$ cat config.mk
export PLATFORM = sky130hd
export DESIGN_NAME = coreTop
export DESIGN_NICKNAME = d
export VERILOG_FILES = /design/src/logic/corePkg.sv /design/src/logic/memPortIf.sv /design/src/logic/hpmCounters.sv /design/src/logic/corePipeline.sv /design/src/logic/instrCache.sv /design/src/logic/dataCache.sv /design/src/logic/busArbiter.sv /design/src/logic/coreTop.sv
export SDC_FILE = /design/constraint.sdc
export NUM_CORES = 1
export LEC_CHECK = 0
export ABC_AREA = 1
export BUFFER_PORTS_ARGS = -buffer_cell sky130_fd_sc_hd__buf_2
export CORE_ASPECT_RATIO = 0.7
export CORE_UTILIZATION = 40
export CTS_CLUSTER_SIZE = 25
export DETAILED_ROUTE_END_ITERATION = 12
export GPL_TIMING_DRIVEN = 0
export PLACE_DENSITY = 0.54
export SKIP_LAST_GASP = 1
export SLEW_MARGIN = 10
export SYNTH_ARGS = -nofsm -noshare
export SYNTH_HDL_FRONTEND = slang
export SYNTH_HIERARCHICAL = 1
export SYNTH_SLANG_ARGS = --single-unit
$ cat constraint.sdc
create_clock -name clk_i -period 5.9 [get_ports clk_i]
set_input_delay 0.59 -clock clk_i [delete_from_list [all_inputs] [get_ports clk_i]]
set_output_delay 0.59 -clock clk_i [all_outputs]
set_load 0.03 [all_outputs]
$ cat src/logic/corePkg.sv
package corePkg;

  localparam int WordBits = 16;
  localparam int AddrBits = 8;

  typedef logic [WordBits-1:0] word_t;
  typedef logic [AddrBits-1:0] addr_t;

  // Opcode, rd, rs1, rs2, immediate
  typedef logic [15:0] instr_t;
  typedef logic [1:0] regIdx_t;

  typedef enum logic [3:0] {
    HALT  = 4'd0,
    LOADI = 4'd1,
    LOAD  = 4'd2,
    STORE = 4'd3,
    ADD   = 4'd4,
    BNZ   = 4'd5
  } opcode_e;

  typedef enum logic [2:0] {
    FETCH,
    FETCH_WAIT,
    EXECUTE,
    DATA_WAIT,
    HALTED
  } pipeState_e;

  typedef enum logic [2:0] {
    EVT_INSTRET,
    EVT_ICACHE_ACCESS,
    EVT_ICACHE_MISS,
    EVT_DCACHE_ACCESS,
    EVT_DCACHE_MISS
  } hpmEvt_e;

  localparam int HpmEventNum = 5;
  typedef logic [2:0] hpmSel_t;
  typedef logic [15:0] count_t;

  localparam int CacheIndexBits = 3;
  localparam int CacheLines = 1 << CacheIndexBits;
  typedef logic [CacheIndexBits-1:0] cacheIndex_t;
  typedef logic [AddrBits-CacheIndexBits-1:0] cacheTag_t;

endpackage

$ cat src/logic/memPortIf.sv
`timescale 1ns/1ps

// One-cycle request strobe, answered later by a one-cycle ack
interface memPortIf;

  logic           req;
  logic           we;
  corePkg::addr_t addr;
  corePkg::word_t wdata;
  logic           ack;
  corePkg::word_t rdata;

  modport requester (
    output req, we, addr, wdata,
    input  ack, rdata
  );

  modport responder (
    input  req, we, addr, wdata,
    output ack, rdata
  );

endinterface

$ cat src/logic/hpmCounters.sv
`timescale 1ns/1ps

module hpmCounters (
  input  logic                            clk_i,
  input  logic                            reset_i,
  input  logic [corePkg::HpmEventNum-1:0] hpmEvent_i,
  input  corePkg::hpmSel_t                hpmSel_i,
  output corePkg::count_t                 hpmValue_o
);

  corePkg::count_t counters [corePkg::HpmEventNum];

  // Saturate at all ones
  always_ff @(posedge clk_i) begin
    if (reset_i) begin
      for (int i = 0; i < corePkg::HpmEventNum; i++) begin
        counters[i] <= '0;
      end
    end else begin
      for (int i = 0; i < corePkg::HpmEventNum; i++) begin
        if (hpmEvent_i[i] && counters[i] != '1) begin
          counters[i] <= counters[i] + 1'b1;
        end
      end
    end
  end

  // Out-of-range select reads zero
  always_comb begin
    hpmValue_o = '0;
    for (int i = 0; i < corePkg::HpmEventNum; i++) begin
      if (hpmSel_i == corePkg::hpmSel_t'(i)) begin
        hpmValue_o = counters[i];
      end
    end
  end

endmodule

$ cat src/logic/corePipeline.sv
`timescale 1ns/1ps

module corePipeline (
  input  logic                            clk_i,
  input  logic                            reset_i,
  input  logic [corePkg::HpmEventNum-1:0] hpmEvent_i,
  input  corePkg::hpmSel_t                hpmSel_i,
  output logic                            halted_o,
  output corePkg::count_t                 hpmValue_o,
  output logic                            instret_o,
  memPortIf.requester                     icachePort,
  memPortIf.requester                     dcachePort
);

  corePkg::pipeState_e state;
  corePkg::addr_t      pc;
  corePkg::instr_t     instr;
  corePkg::word_t      regFile [4];

  corePkg::opcode_e opcode;
  corePkg::regIdx_t rdIdx;
  corePkg::regIdx_t rs1Idx;
  corePkg::regIdx_t rs2Idx;
  corePkg::addr_t   imm;
  logic             isMemOp;

  // Decode fields of the latched instruction
  assign opcode  = corePkg::opcode_e'(instr[15:12]);
  assign rdIdx   = instr[11:10];
  assign rs1Idx  = instr[9:8];
  assign rs2Idx  = instr[7:6];
  assign imm     = instr[7:0];
  assign isMemOp = (opcode == corePkg::LOAD) || (opcode == corePkg::STORE);

  assign icachePort.req   = (state == corePkg::FETCH);
  assign icachePort.we    = 1'b0;
  assign icachePort.addr  = pc;
  assign icachePort.wdata = '0;

  // Held stable through DATA_WAIT since instr and regFile do not change there
  assign dcachePort.req   = (state == corePkg::EXECUTE) && isMemOp;
  assign dcachePort.we    = (opcode == corePkg::STORE);
  assign dcachePort.addr  = imm;
  assign dcachePort.wdata = regFile[rdIdx];

  assign halted_o = (state == corePkg::HALTED);

  always_comb begin
    instret_o = 1'b0;
    if (state == corePkg::EXECUTE) begin
      instret_o = opcode inside {corePkg::LOADI, corePkg::ADD, corePkg::BNZ};
    end else if (state == corePkg::DATA_WAIT) begin
      instret_o = dcachePort.ack;
    end
  end

  always_ff @(posedge clk_i) begin
    if (reset_i) begin
      state <= corePkg::FETCH;
      pc    <= '0;
      for (int i = 0; i < 4; i++) begin
        regFile[i] <= '0;
      end
    end else begin
      unique case (state)
        corePkg::FETCH: state <= corePkg::FETCH_WAIT;
        corePkg::FETCH_WAIT: begin
          if (icachePort.ack) begin
            state <= corePkg::EXECUTE;
          end
        end
        corePkg::EXECUTE: begin
          case (opcode)
            corePkg::LOADI: begin
              regFile[rdIdx] <= corePkg::word_t'(imm);
              pc             <= pc + 8'd1;
              state          <= corePkg::FETCH;
            end
            corePkg::ADD: begin
              // Wraps modulo 2^16
              regFile[rdIdx] <= regFile[rs1Idx] + regFile[rs2Idx];
              pc             <= pc + 8'd1;
              state          <= corePkg::FETCH;
            end
            corePkg::BNZ: begin
              pc    <= (regFile[rdIdx] != '0) ? imm : pc + 8'd1;
              state <= corePkg::FETCH;
            end
            corePkg::LOAD, corePkg::STORE: state <= corePkg::DATA_WAIT;
            // HALT and unknown opcodes
            default: state <= corePkg::HALTED;
          endcase
        end
        corePkg::DATA_WAIT: begin
          if (dcachePort.ack) begin
            if (opcode == corePkg::LOAD) begin
              regFile[rdIdx] <= dcachePort.rdata;
            end
            pc    <= pc + 8'd1;
            state <= corePkg::FETCH;
          end
        end
        default: state <= corePkg::HALTED;
      endcase
    end
  end

  always_ff @(posedge clk_i) begin
    if (state == corePkg::FETCH_WAIT && icachePort.ack) begin
      instr <= icachePort.rdata;
    end
  end

  hpmCounters counters (
    .clk_i,
    .reset_i,
    .hpmEvent_i,
    .hpmSel_i,
    .hpmValue_o
  );

endmodule

$ cat src/logic/instrCache.sv
`timescale 1ns/1ps

module instrCache (
  input  logic        clk_i,
  input  logic        reset_i,
  output logic        hpmAccess_o,
  output logic        hpmMiss_o,
  memPortIf.responder cachePort,
  memPortIf.requester busPort
);

  logic [corePkg::CacheLines-1:0] lineValid;
  corePkg::cacheTag_t             lineTag  [corePkg::CacheLines];
  corePkg::word_t                 lineData [corePkg::CacheLines];

  corePkg::cacheIndex_t index;
  corePkg::cacheTag_t   tag;
  logic                 hit;
  logic                 ackQ;
  corePkg::word_t       rdataQ;
  logic                 busReqQ;

  assign index = cachePort.addr[corePkg::CacheIndexBits-1:0];
  assign tag   = cachePort.addr[corePkg::AddrBits-1:corePkg::CacheIndexBits];
  assign hit   = lineValid[index] && (lineTag[index] == tag);

  assign cachePort.ack   = ackQ;
  assign cachePort.rdata = rdataQ;

  // Requester address stays stable until our ack, so reuse it for the refill
  assign busPort.req   = busReqQ;
  assign busPort.we    = 1'b0;
  assign busPort.addr  = cachePort.addr;
  assign busPort.wdata = '0;

  always_ff @(posedge clk_i) begin
    if (reset_i) begin
      lineValid   <= '0;
      ackQ        <= 1'b0;
      busReqQ     <= 1'b0;
      hpmAccess_o <= 1'b0;
      hpmMiss_o   <= 1'b0;
    end else begin
      ackQ        <= 1'b0;
      busReqQ     <= 1'b0;
      hpmAccess_o <= cachePort.req;
      hpmMiss_o   <= cachePort.req && !hit;
      if (cachePort.req) begin
        if (hit) begin
          ackQ <= 1'b1;
        end else begin
          busReqQ <= 1'b1;
        end
      end
      if (busPort.ack) begin
        lineValid[index] <= 1'b1;
        ackQ             <= 1'b1;
      end
    end
  end

  always_ff @(posedge clk_i) begin
    if (cachePort.req && hit) begin
      rdataQ <= lineData[index];
    end
    if (busPort.ack) begin
      lineData[index] <= busPort.rdata;
      lineTag[index]  <= tag;
      rdataQ          <= busPort.rdata;
    end
  end

endmodule

$ cat src/logic/dataCache.sv
`timescale 1ns/1ps

module dataCache (
  input  logic        clk_i,
  input  logic        reset_i,
  output logic        hpmAccess_o,
  output logic        hpmMiss_o,
  memPortIf.responder cachePort,
  memPortIf.requester busPort
);

  logic [corePkg::CacheLines-1:0] lineValid;
  corePkg::cacheTag_t             lineTag  [corePkg::CacheLines];
  corePkg::word_t                 lineData [corePkg::CacheLines];

  corePkg::cacheIndex_t index;
  corePkg::cacheTag_t   tag;
  logic                 hit;
  logic                 loadHit;
  logic                 storeHit;
  logic                 ackQ;
  corePkg::word_t       rdataQ;
  logic                 busReqQ;

  assign index    = cachePort.addr[corePkg::CacheIndexBits-1:0];
  assign tag      = cachePort.addr[corePkg::AddrBits-1:corePkg::CacheIndexBits];
  assign hit      = lineValid[index] && (lineTag[index] == tag);
  assign loadHit  = cachePort.req && !cachePort.we && hit;
  assign storeHit = cachePort.req && cachePort.we && hit;

  assign cachePort.ack   = ackQ;
  assign cachePort.rdata = rdataQ;

  // Stores always go through, loads only on a miss
  assign busPort.req   = busReqQ;
  assign busPort.we    = cachePort.we;
  assign busPort.addr  = cachePort.addr;
  assign busPort.wdata = cachePort.wdata;

  always_ff @(posedge clk_i) begin
    if (reset_i) begin
      lineValid   <= '0;
      ackQ        <= 1'b0;
      busReqQ     <= 1'b0;
      hpmAccess_o <= 1'b0;
      hpmMiss_o   <= 1'b0;
    end else begin
      ackQ        <= 1'b0;
      busReqQ     <= 1'b0;
      hpmAccess_o <= cachePort.req;
      // A store is never counted as a miss
      hpmMiss_o   <= cachePort.req && !cachePort.we && !hit;
      if (cachePort.req) begin
        if (loadHit) begin
          ackQ <= 1'b1;
        end else begin
          busReqQ <= 1'b1;
        end
      end
      if (busPort.ack) begin
        if (!cachePort.we) begin
          lineValid[index] <= 1'b1;
        end
        ackQ <= 1'b1;
      end
    end
  end

  always_ff @(posedge clk_i) begin
    if (storeHit) begin
      lineData[index] <= cachePort.wdata;
    end
    if (loadHit) begin
      rdataQ <= lineData[index];
    end
    if (busPort.ack) begin
      rdataQ <= busPort.rdata;
      // No write-allocate
      if (!cachePort.we) begin
        lineData[index] <= busPort.rdata;
        lineTag[index]  <= tag;
      end
    end
  end

endmodule

$ cat src/logic/busArbiter.sv
`timescale 1ns/1ps

module busArbiter (
  input  logic           clk_i,
  input  logic           reset_i,
  input  logic           memAck_i,
  input  corePkg::word_t memRdata_i,
  output logic           memReq_o,
  output logic           memWe_o,
  output corePkg::addr_t memAddr_o,
  output corePkg::word_t memWdata_o,
  memPortIf.responder    icacheBus,
  memPortIf.responder    dcacheBus
);

  logic           busy;
  logic           grantDcache;
  logic           icacheAck;
  logic           dcacheAck;
  corePkg::word_t rdataQ;

  assign icacheBus.ack   = icacheAck;
  assign icacheBus.rdata = rdataQ;
  assign dcacheBus.ack   = dcacheAck;
  assign dcacheBus.rdata = rdataQ;

  always_ff @(posedge clk_i) begin
    if (reset_i) begin
      busy      <= 1'b0;
      memReq_o  <= 1'b0;
      icacheAck <= 1'b0;
      dcacheAck <= 1'b0;
    end else begin
      memReq_o  <= 1'b0;
      icacheAck <= 1'b0;
      dcacheAck <= 1'b0;
      if (!busy && (dcacheBus.req || icacheBus.req)) begin
        busy     <= 1'b1;
        memReq_o <= 1'b1;
      end
      // Route the ack to whoever holds the grant
      if (busy && memAck_i) begin
        busy      <= 1'b0;
        dcacheAck <= grantDcache;
        icacheAck <= !grantDcache;
      end
    end
  end

  // Data cache wins a tie
  always_ff @(posedge clk_i) begin
    if (!busy && dcacheBus.req) begin
      grantDcache <= 1'b1;
      memWe_o     <= dcacheBus.we;
      memAddr_o   <= dcacheBus.addr;
      memWdata_o  <= dcacheBus.wdata;
    end else if (!busy && icacheBus.req) begin
      grantDcache <= 1'b0;
      memWe_o     <= icacheBus.we;
      memAddr_o   <= icacheBus.addr;
      memWdata_o  <= icacheBus.wdata;
    end
    if (memAck_i) begin
      rdataQ <= memRdata_i;
    end
  end

endmodule

$ cat src/logic/coreTop.sv
`timescale 1ns/1ps

module coreTop (
  input  logic             clk_i,
  input  logic             reset_i,
  input  logic             memAck_i,
  input  corePkg::word_t   memRdata_i,
  input  corePkg::hpmSel_t hpmSel_i,
  output logic             memReq_o,
  output logic             memWe_o,
  output corePkg::addr_t   memAddr_o,
  output corePkg::word_t   memWdata_o,
  output logic             halted_o,
  output corePkg::count_t  hpmValue_o
);

  memPortIf icachePort ();
  memPortIf dcachePort ();
  memPortIf icacheBus ();
  memPortIf dcacheBus ();

  logic [corePkg::HpmEventNum-1:0] hpmEvent;
  logic instret;
  logic hpmIcacheAccess;
  logic hpmIcacheMiss;
  logic hpmDcacheAccess;
  logic hpmDcacheMiss;

  // Fold cache and retire pulses into one event vector
  always_comb begin
    hpmEvent = '0;
    hpmEvent[corePkg::EVT_INSTRET]       = instret;
    hpmEvent[corePkg::EVT_ICACHE_ACCESS] = hpmIcacheAccess;
    hpmEvent[corePkg::EVT_ICACHE_MISS]   = hpmIcacheMiss;
    hpmEvent[corePkg::EVT_DCACHE_ACCESS] = hpmDcacheAccess;
    hpmEvent[corePkg::EVT_DCACHE_MISS]   = hpmDcacheMiss;
  end

  corePipeline pipeline (
    .clk_i,
    .reset_i,
    .hpmEvent_i (hpmEvent),
    .hpmSel_i,
    .halted_o,
    .hpmValue_o,
    .instret_o  (instret),
    .icachePort (icachePort),
    .dcachePort (dcachePort)
  );

  instrCache icacheInst (
    .clk_i,
    .reset_i,
    .hpmAccess_o (hpmIcacheAccess),
    .hpmMiss_o   (hpmIcacheMiss),
    .cachePort   (icachePort),
    .busPort     (icacheBus)
  );

  dataCache dcacheInst (
    .clk_i,
    .reset_i,
    .hpmAccess_o (hpmDcacheAccess),
    .hpmMiss_o   (hpmDcacheMiss),
    .cachePort   (dcachePort),
    .busPort     (dcacheBus)
  );

  busArbiter arbiter (
    .clk_i,
    .reset_i,
    .memAck_i,
    .memRdata_i,
    .memReq_o,
    .memWe_o,
    .memAddr_o,
    .memWdata_o,
    .icacheBus (icacheBus),
    .dcacheBus (dcacheBus)
  );

endmodule

; ---- Word level (Yosys, flattened, before mapping)
; Memories as Yosys holds them, arrays and structs flattened. A register that Yosys moved wholly into a read port is not among the register bits.
; Cells that the tools add are included.
[word_totals]
ram_bits = 480
romBits = 0
out_inout_bits = 43
n_memories = 6
elab_cells = 220
regBits = 113
latch_bits = 0
input_bits = 22
[classes]
n_lt_le_gt_ge = 4
div_mod_pow = 0
add_sub_neg = 7
mux = 95
n_reduce_logical = 48
mul = 0
n_eq_ne = 23
bitwise_logic = 14
shifts = 0
[memory_table]
columns = name, depth, word_bits, read_ports, rd_ports_with_merged_regs, wr, line
row1 = dcacheInst.lineData, 8, 16, 1, 1, 1, dataCache.sv:14  ; corePkg::word_t lineData [corePkg::CacheLines];
row2 = icacheInst.lineData, 8, 16, 1, 1, 1, instrCache.sv:14  ; corePkg::word_t lineData [corePkg::CacheLines];
row3 = pipeline.counters.counters, 5, 16, 5, 0, 5, hpmCounters.sv:11  ; corePkg::count_t counters [corePkg::HpmEventNum];
row4 = pipeline.regFile, 4, 16, 3, 3, 4, corePipeline.sv:18  ; corePkg::word_t regFile [4];
row5 = dcacheInst.lineTag, 8, 5, 1, 1, 1, dataCache.sv:13  ; corePkg::cacheTag_t lineTag [corePkg::CacheLines];
row6 = icacheInst.lineTag, 8, 5, 1, 1, 1, instrCache.sv:13  ; corePkg::cacheTag_t lineTag [corePkg::CacheLines];
[ops]
columns = op, n
row1 = 2-to-1 mux 16 bit, 18
row2 = adder 16 x 1 -> 16 bit (second input constant), 5
row3 = inequality test 16 bit (second input constant), 5
row4 = 2-to-1 mux 1 bit, 55
row5 = 2-to-1 mux 8 bit, 4
row6 = case mux 8 bit (2 select lines), 2
row7 = logical AND 1 bit, 22
row8 = 2-to-1 mux 3 bit, 6
row9 = adder 16 bit, 1
row10 = bitwise OR 8 bit, 2
row11 = nonzero test 16 bit, 1
row12 = OR reduction 16 bit, 1
row13 = equality test 3 x 2 -> 1 bit (second input constant), 4
row14 = case mux 3 bit (4 select lines), 1
row15 = OR reduction 2 bit, 6
row16 = equality test 5 bit, 2
row17 = adder 8 x 1 -> 8 bit (second input constant), 1
row18 = equality test 4 x 2 -> 1 bit (second input constant), 2
row19 = equality test 4 x 3 -> 1 bit (second input constant), 2
row20 = < comparator 3 x 4 -> 1 bit (second input constant), 2
row21 = 2-to-1 mux 2 bit, 4
row22 = bitwise OR 1 bit, 8
row23 = nonzero test 2 bit, 4
row24 = binary-select mux 1 bit (select 3 bit), 2
row25 = other kinds (16), 31

; ---- Logic depth before layout (Yosys ltp)
[depth]
depth_word = 9
ltp_mapped = 15

; ---- Hierarchy
; Netlist, hierarchy kept.
[by_module_without_submodules]
columns = module, seq_area_each_um2, area_each_um2, n_inst, cells_each
row1 = dataCache, 5765.5, 8197.9, 1, 689
row2 = instrCache, 5765.5, 7830.0, 1, 643
row3 = corePipeline, 2742.6, 6442.4, 1, 865
row4 = hpmCounters, 2402.3, 5636.7, 1, 616
row5 = busArbiter, 1331.3, 1883.1, 1, 159

; ---- Worst setup path before layout
; No wires, ideal clock.
[synth_timing]
path_kind = reg2reg
startpoint = reg pipeline.instr[1]
endpoint = mem dcacheInst/lineData[0][0] in the netlist's numbering (enable)
arrival_time_ns = 2.083
stages_incl_launch_ff = 14
period_less_slack_ns = 2.462
path_buffers = 2
setup_slack_ns = 3.438
path_cell_list = edfxtp_1 -> buf_4 -> buf_6 -> nand2_1 -> inv_2 -> nand3_1 -> nand2_1 -> nor2_1 -> nor2_1 -> nor2_2 -> nand2_1 -> nor2_4 -> nand3_4 -> a21oi_2
[synth_between]
elab_chain_cells = 7
[synth_rtl]
columns = element, line
row1 = start: declaration, corePipeline.sv:17  ; corePkg::instr_t instr;
row2 = start signal: assignment, corePipeline.sv:110  ; instr <= icachePort.rdata;
row3 = binary-select mux 1 bit (select 3 bit), dataCache.sv:27  ; assign hit = lineValid[index] && (lineTag[index] == tag);
row4 = 2-to-1 mux 1 bit (implied by the code), dataCache.sv:27
row5 = logical AND 1 bit, dataCache.sv:27
row6 = logical AND 1 bit, dataCache.sv:29  ; assign storeHit = cachePort.req && cachePort.we && hit;
row7 = 2-to-1 mux 1 bit, dataCache.sv:70  ; if (storeHit) begin
row8 = 2-to-1 mux 1 bit (implied by the code), dataCache.sv:71  ; lineData[index] <= cachePort.wdata;
row9 = bitwise OR 1 bit (no line), --
row10 = end: declaration, dataCache.sv:14
; Parallel ways exist; a longest one is shown, timed or not. The select of a mux whose other input is x is not followed.

==> results.toml <==
[run_status]
status = "complete, but fails checks"
violations = "DRC"

[sta]
setup_viol = 0
max-slew-margin-rel = 0.176
finalHoldViolCount = 0
final.min_clock_period_ns = 3.56
period_share = 0.603
finClkSkew_ns = 0.0446
worst_pin_slew_ns = 1.24
fin_tns_setup_ns = 0
rsz0062_at_grt = "false"
drv_slew = 0
max_freq_ghz = 0.281

[drt]
vias = 21800
wl_per_cell_microns = 21.3
first_pass_iters = 10
drt_iter0_markers = 2280
drt-total-wl_microns = 88000
ant_nets = 0
post-route-drc-count = 2
routed_via_density = 5.27

[grt]
overflow = 0
antenna_found_initial = 5
grt_pass1_vias = 20600
grt_pass1_wl_microns = 130000
grtUsageTotal = 0.232
grt_max_degree = 26

[layout]
fillCellCount = 6806
drive_above_1_share = 0.156
layout_commonest_cell = "nand2_1"
area_growth_pct = 13.7
fin_nets = 3146
multi_input_area_sq_um = 9630
antenna_cells = 0
final_util = 0.461
mostFrequentLayoutCells = "nand2_1, edfxtp_1, nor2_1"
seq_area_sq_um = 18000

[clocking]
path_clk_slew_ns = 0.06
htree_levels = 2
clk_path_buf_depth = 3
cts_setup_buffers = 0
holdBufCountCts = 0
post_cts_resized = 0
cts_sinks = 615
cts_made_buffers = 61
ctsRootBufferMaster = "clkbuf_16"
clock_latency_ns = 0.67
cts_tree = "done"

[floorplanning]
rows = 83
die-area_sq_um = 75800
core_area_sq_um = 73600
io-pin-count = 65
start_util = 0.406
die_w_microns = 329
die_h_microns = 231

[synthesis]
syn_area_sq_um = 29900
avgSynthCellArea_sq_um = 10.1
yosysWarningCount = 6
syn_inst = 2954

[pwr]
p_per_area_nw_per_um2 = 313
p_leak_nw = 12.9
power_w = 0.0106
peakVddDrop_uv = 275

[placement]
port_buffers = 64
dp.final_hpwl_microns = 63100
place_congestion = 0.934

[worst_hold_path]
hold_path.class = "input pin to flop"

[setup_path]
cp-end-kind = "flop"
cp_slowest_stage_delay_ns = 0.56
startpoint_type = "flop"
crit_path_cell_trace = "inv_1 > clkbuf_1 > o21ai_0 > o22ai_1 > ha_1 > fa_1 > nand3_1 > nand2_1 > nand2_1 > o21ai_0 > xnor2_1 > o21ai_0 > nand2_1 > nor2_1"
path_class = "flop to flop"
crit_arrival_ns = 3.95
crit_buf_inv = 2
path_max_fanout = 10
cp_top_family = "compound AO/OA/AOI/OAI gates"
slowest_stage = "xnor2_1"
crit_required_ns = 6.29

[flow_run]
cap_violations = 0
-- worst paths after layout --
check	startpoint	to	slack [ns]	cells past startpoint
worst max-delay path	flop	pipeline/regFile[2][6]	2.34	14
worst min-delay path	memRdata_i[13]	arbiter/dcacheBus.rdata[13]	0.1	1
worst max register to register	flop	pipeline/regFile[2][6]	2.34	14
worst min register to register	icacheInst/cachePort.rdata[14]	pipeline/instr[14]	0.43	0
-- stage by stage --
step / hold slack [ns] / instance area [sq um] / std cells / setup WS [ns]
CTS: 0.0582 / 33900 / 4132 / 2.46
floorplan: 0.400 / 29900 / 2970 / 3.44
detailed placement: 0.414 / 31700 / 4016 / 2.47
global placement: 0.411 / 31500 / 4011 / 2.05
global route: 0.0700 / 33900 / 4132 / 2.02
finish: 0.0966 / 33900 / 4132 / 2.34
-- sequential cells by signal (all words and copies together) (netlist names), 3 cells and up, named ones only --
register                    count
dcacheInst/lineValid            8
dcacheInst/lineData           128
dcacheInst/lineTag             40
pipeline/regFile               64
icacheInst/lineData           128
pipeline/state                  3
pipeline/counters/counters     80
icacheInst/lineValid            8
pipeline/icachePort.addr        8
arbiter/dcacheBus.rdata        16
arbiter/memAddr_o               8
pipeline/instr                 16
dcacheInst/cachePort.rdata     16
arbiter/memWdata_o             16
icacheInst/lineTag             40
icacheInst/cachePort.rdata     16
-- metal layers --
| metal | part of all wire | vias up | GRT usage |
|---|---|---|---|
| met1 | 0.49 | 10500 | 0.363 |
| met4 | 0.018 | 4 | 0.0542 |
| met5 | 0.00031 | - | 0 |
| met2 | 0.40 | 858 | 0.317 |
| met3 | 0.089 | 120 | 0.0549 |
| li1 | - | 10300 | - |
-- report_power, final --
group | switching [W] | internal [W] | total (W)
clock | 0.00175 | 0.00253 | 0.00428
sequential | 0.000183 | 0.00499 | 0.00517
combinational | 0.000781 | 0.000374 | 0.00115
total | 0.00271 | 0.00789 | 0.0106
-- worst register-to-register path: cells and delay by family, from the launching register on --
family,cells,cell delay [ns]
flip-flops,1,0.48
AND/OR/NAND/NOR,5,0.51
adder cells (fa/ha/maj),2,0.65
buffers and inverters,2,0.41
XOR/XNOR,1,0.56
AO/OA/AOI/OAI,4,0.71
-- final cells by class --
| type | instances | share of cell area |
|---|---|---|
| multi-input combinational | 1879 | 0.284 |
| tap | 977 | 0.0360 |
| clock buffer | 69 | 0.0471 |
| clock inverter | 47 | 0.0187 |
| sequential | 615 | 0.531 |
| timing repair buffer | 69 | 0.0135 |
| buffer | 185 | 0.0383 |
| inverter | 291 | 0.0322 |
No activity file was read; power rests on OpenSTA's default activity.
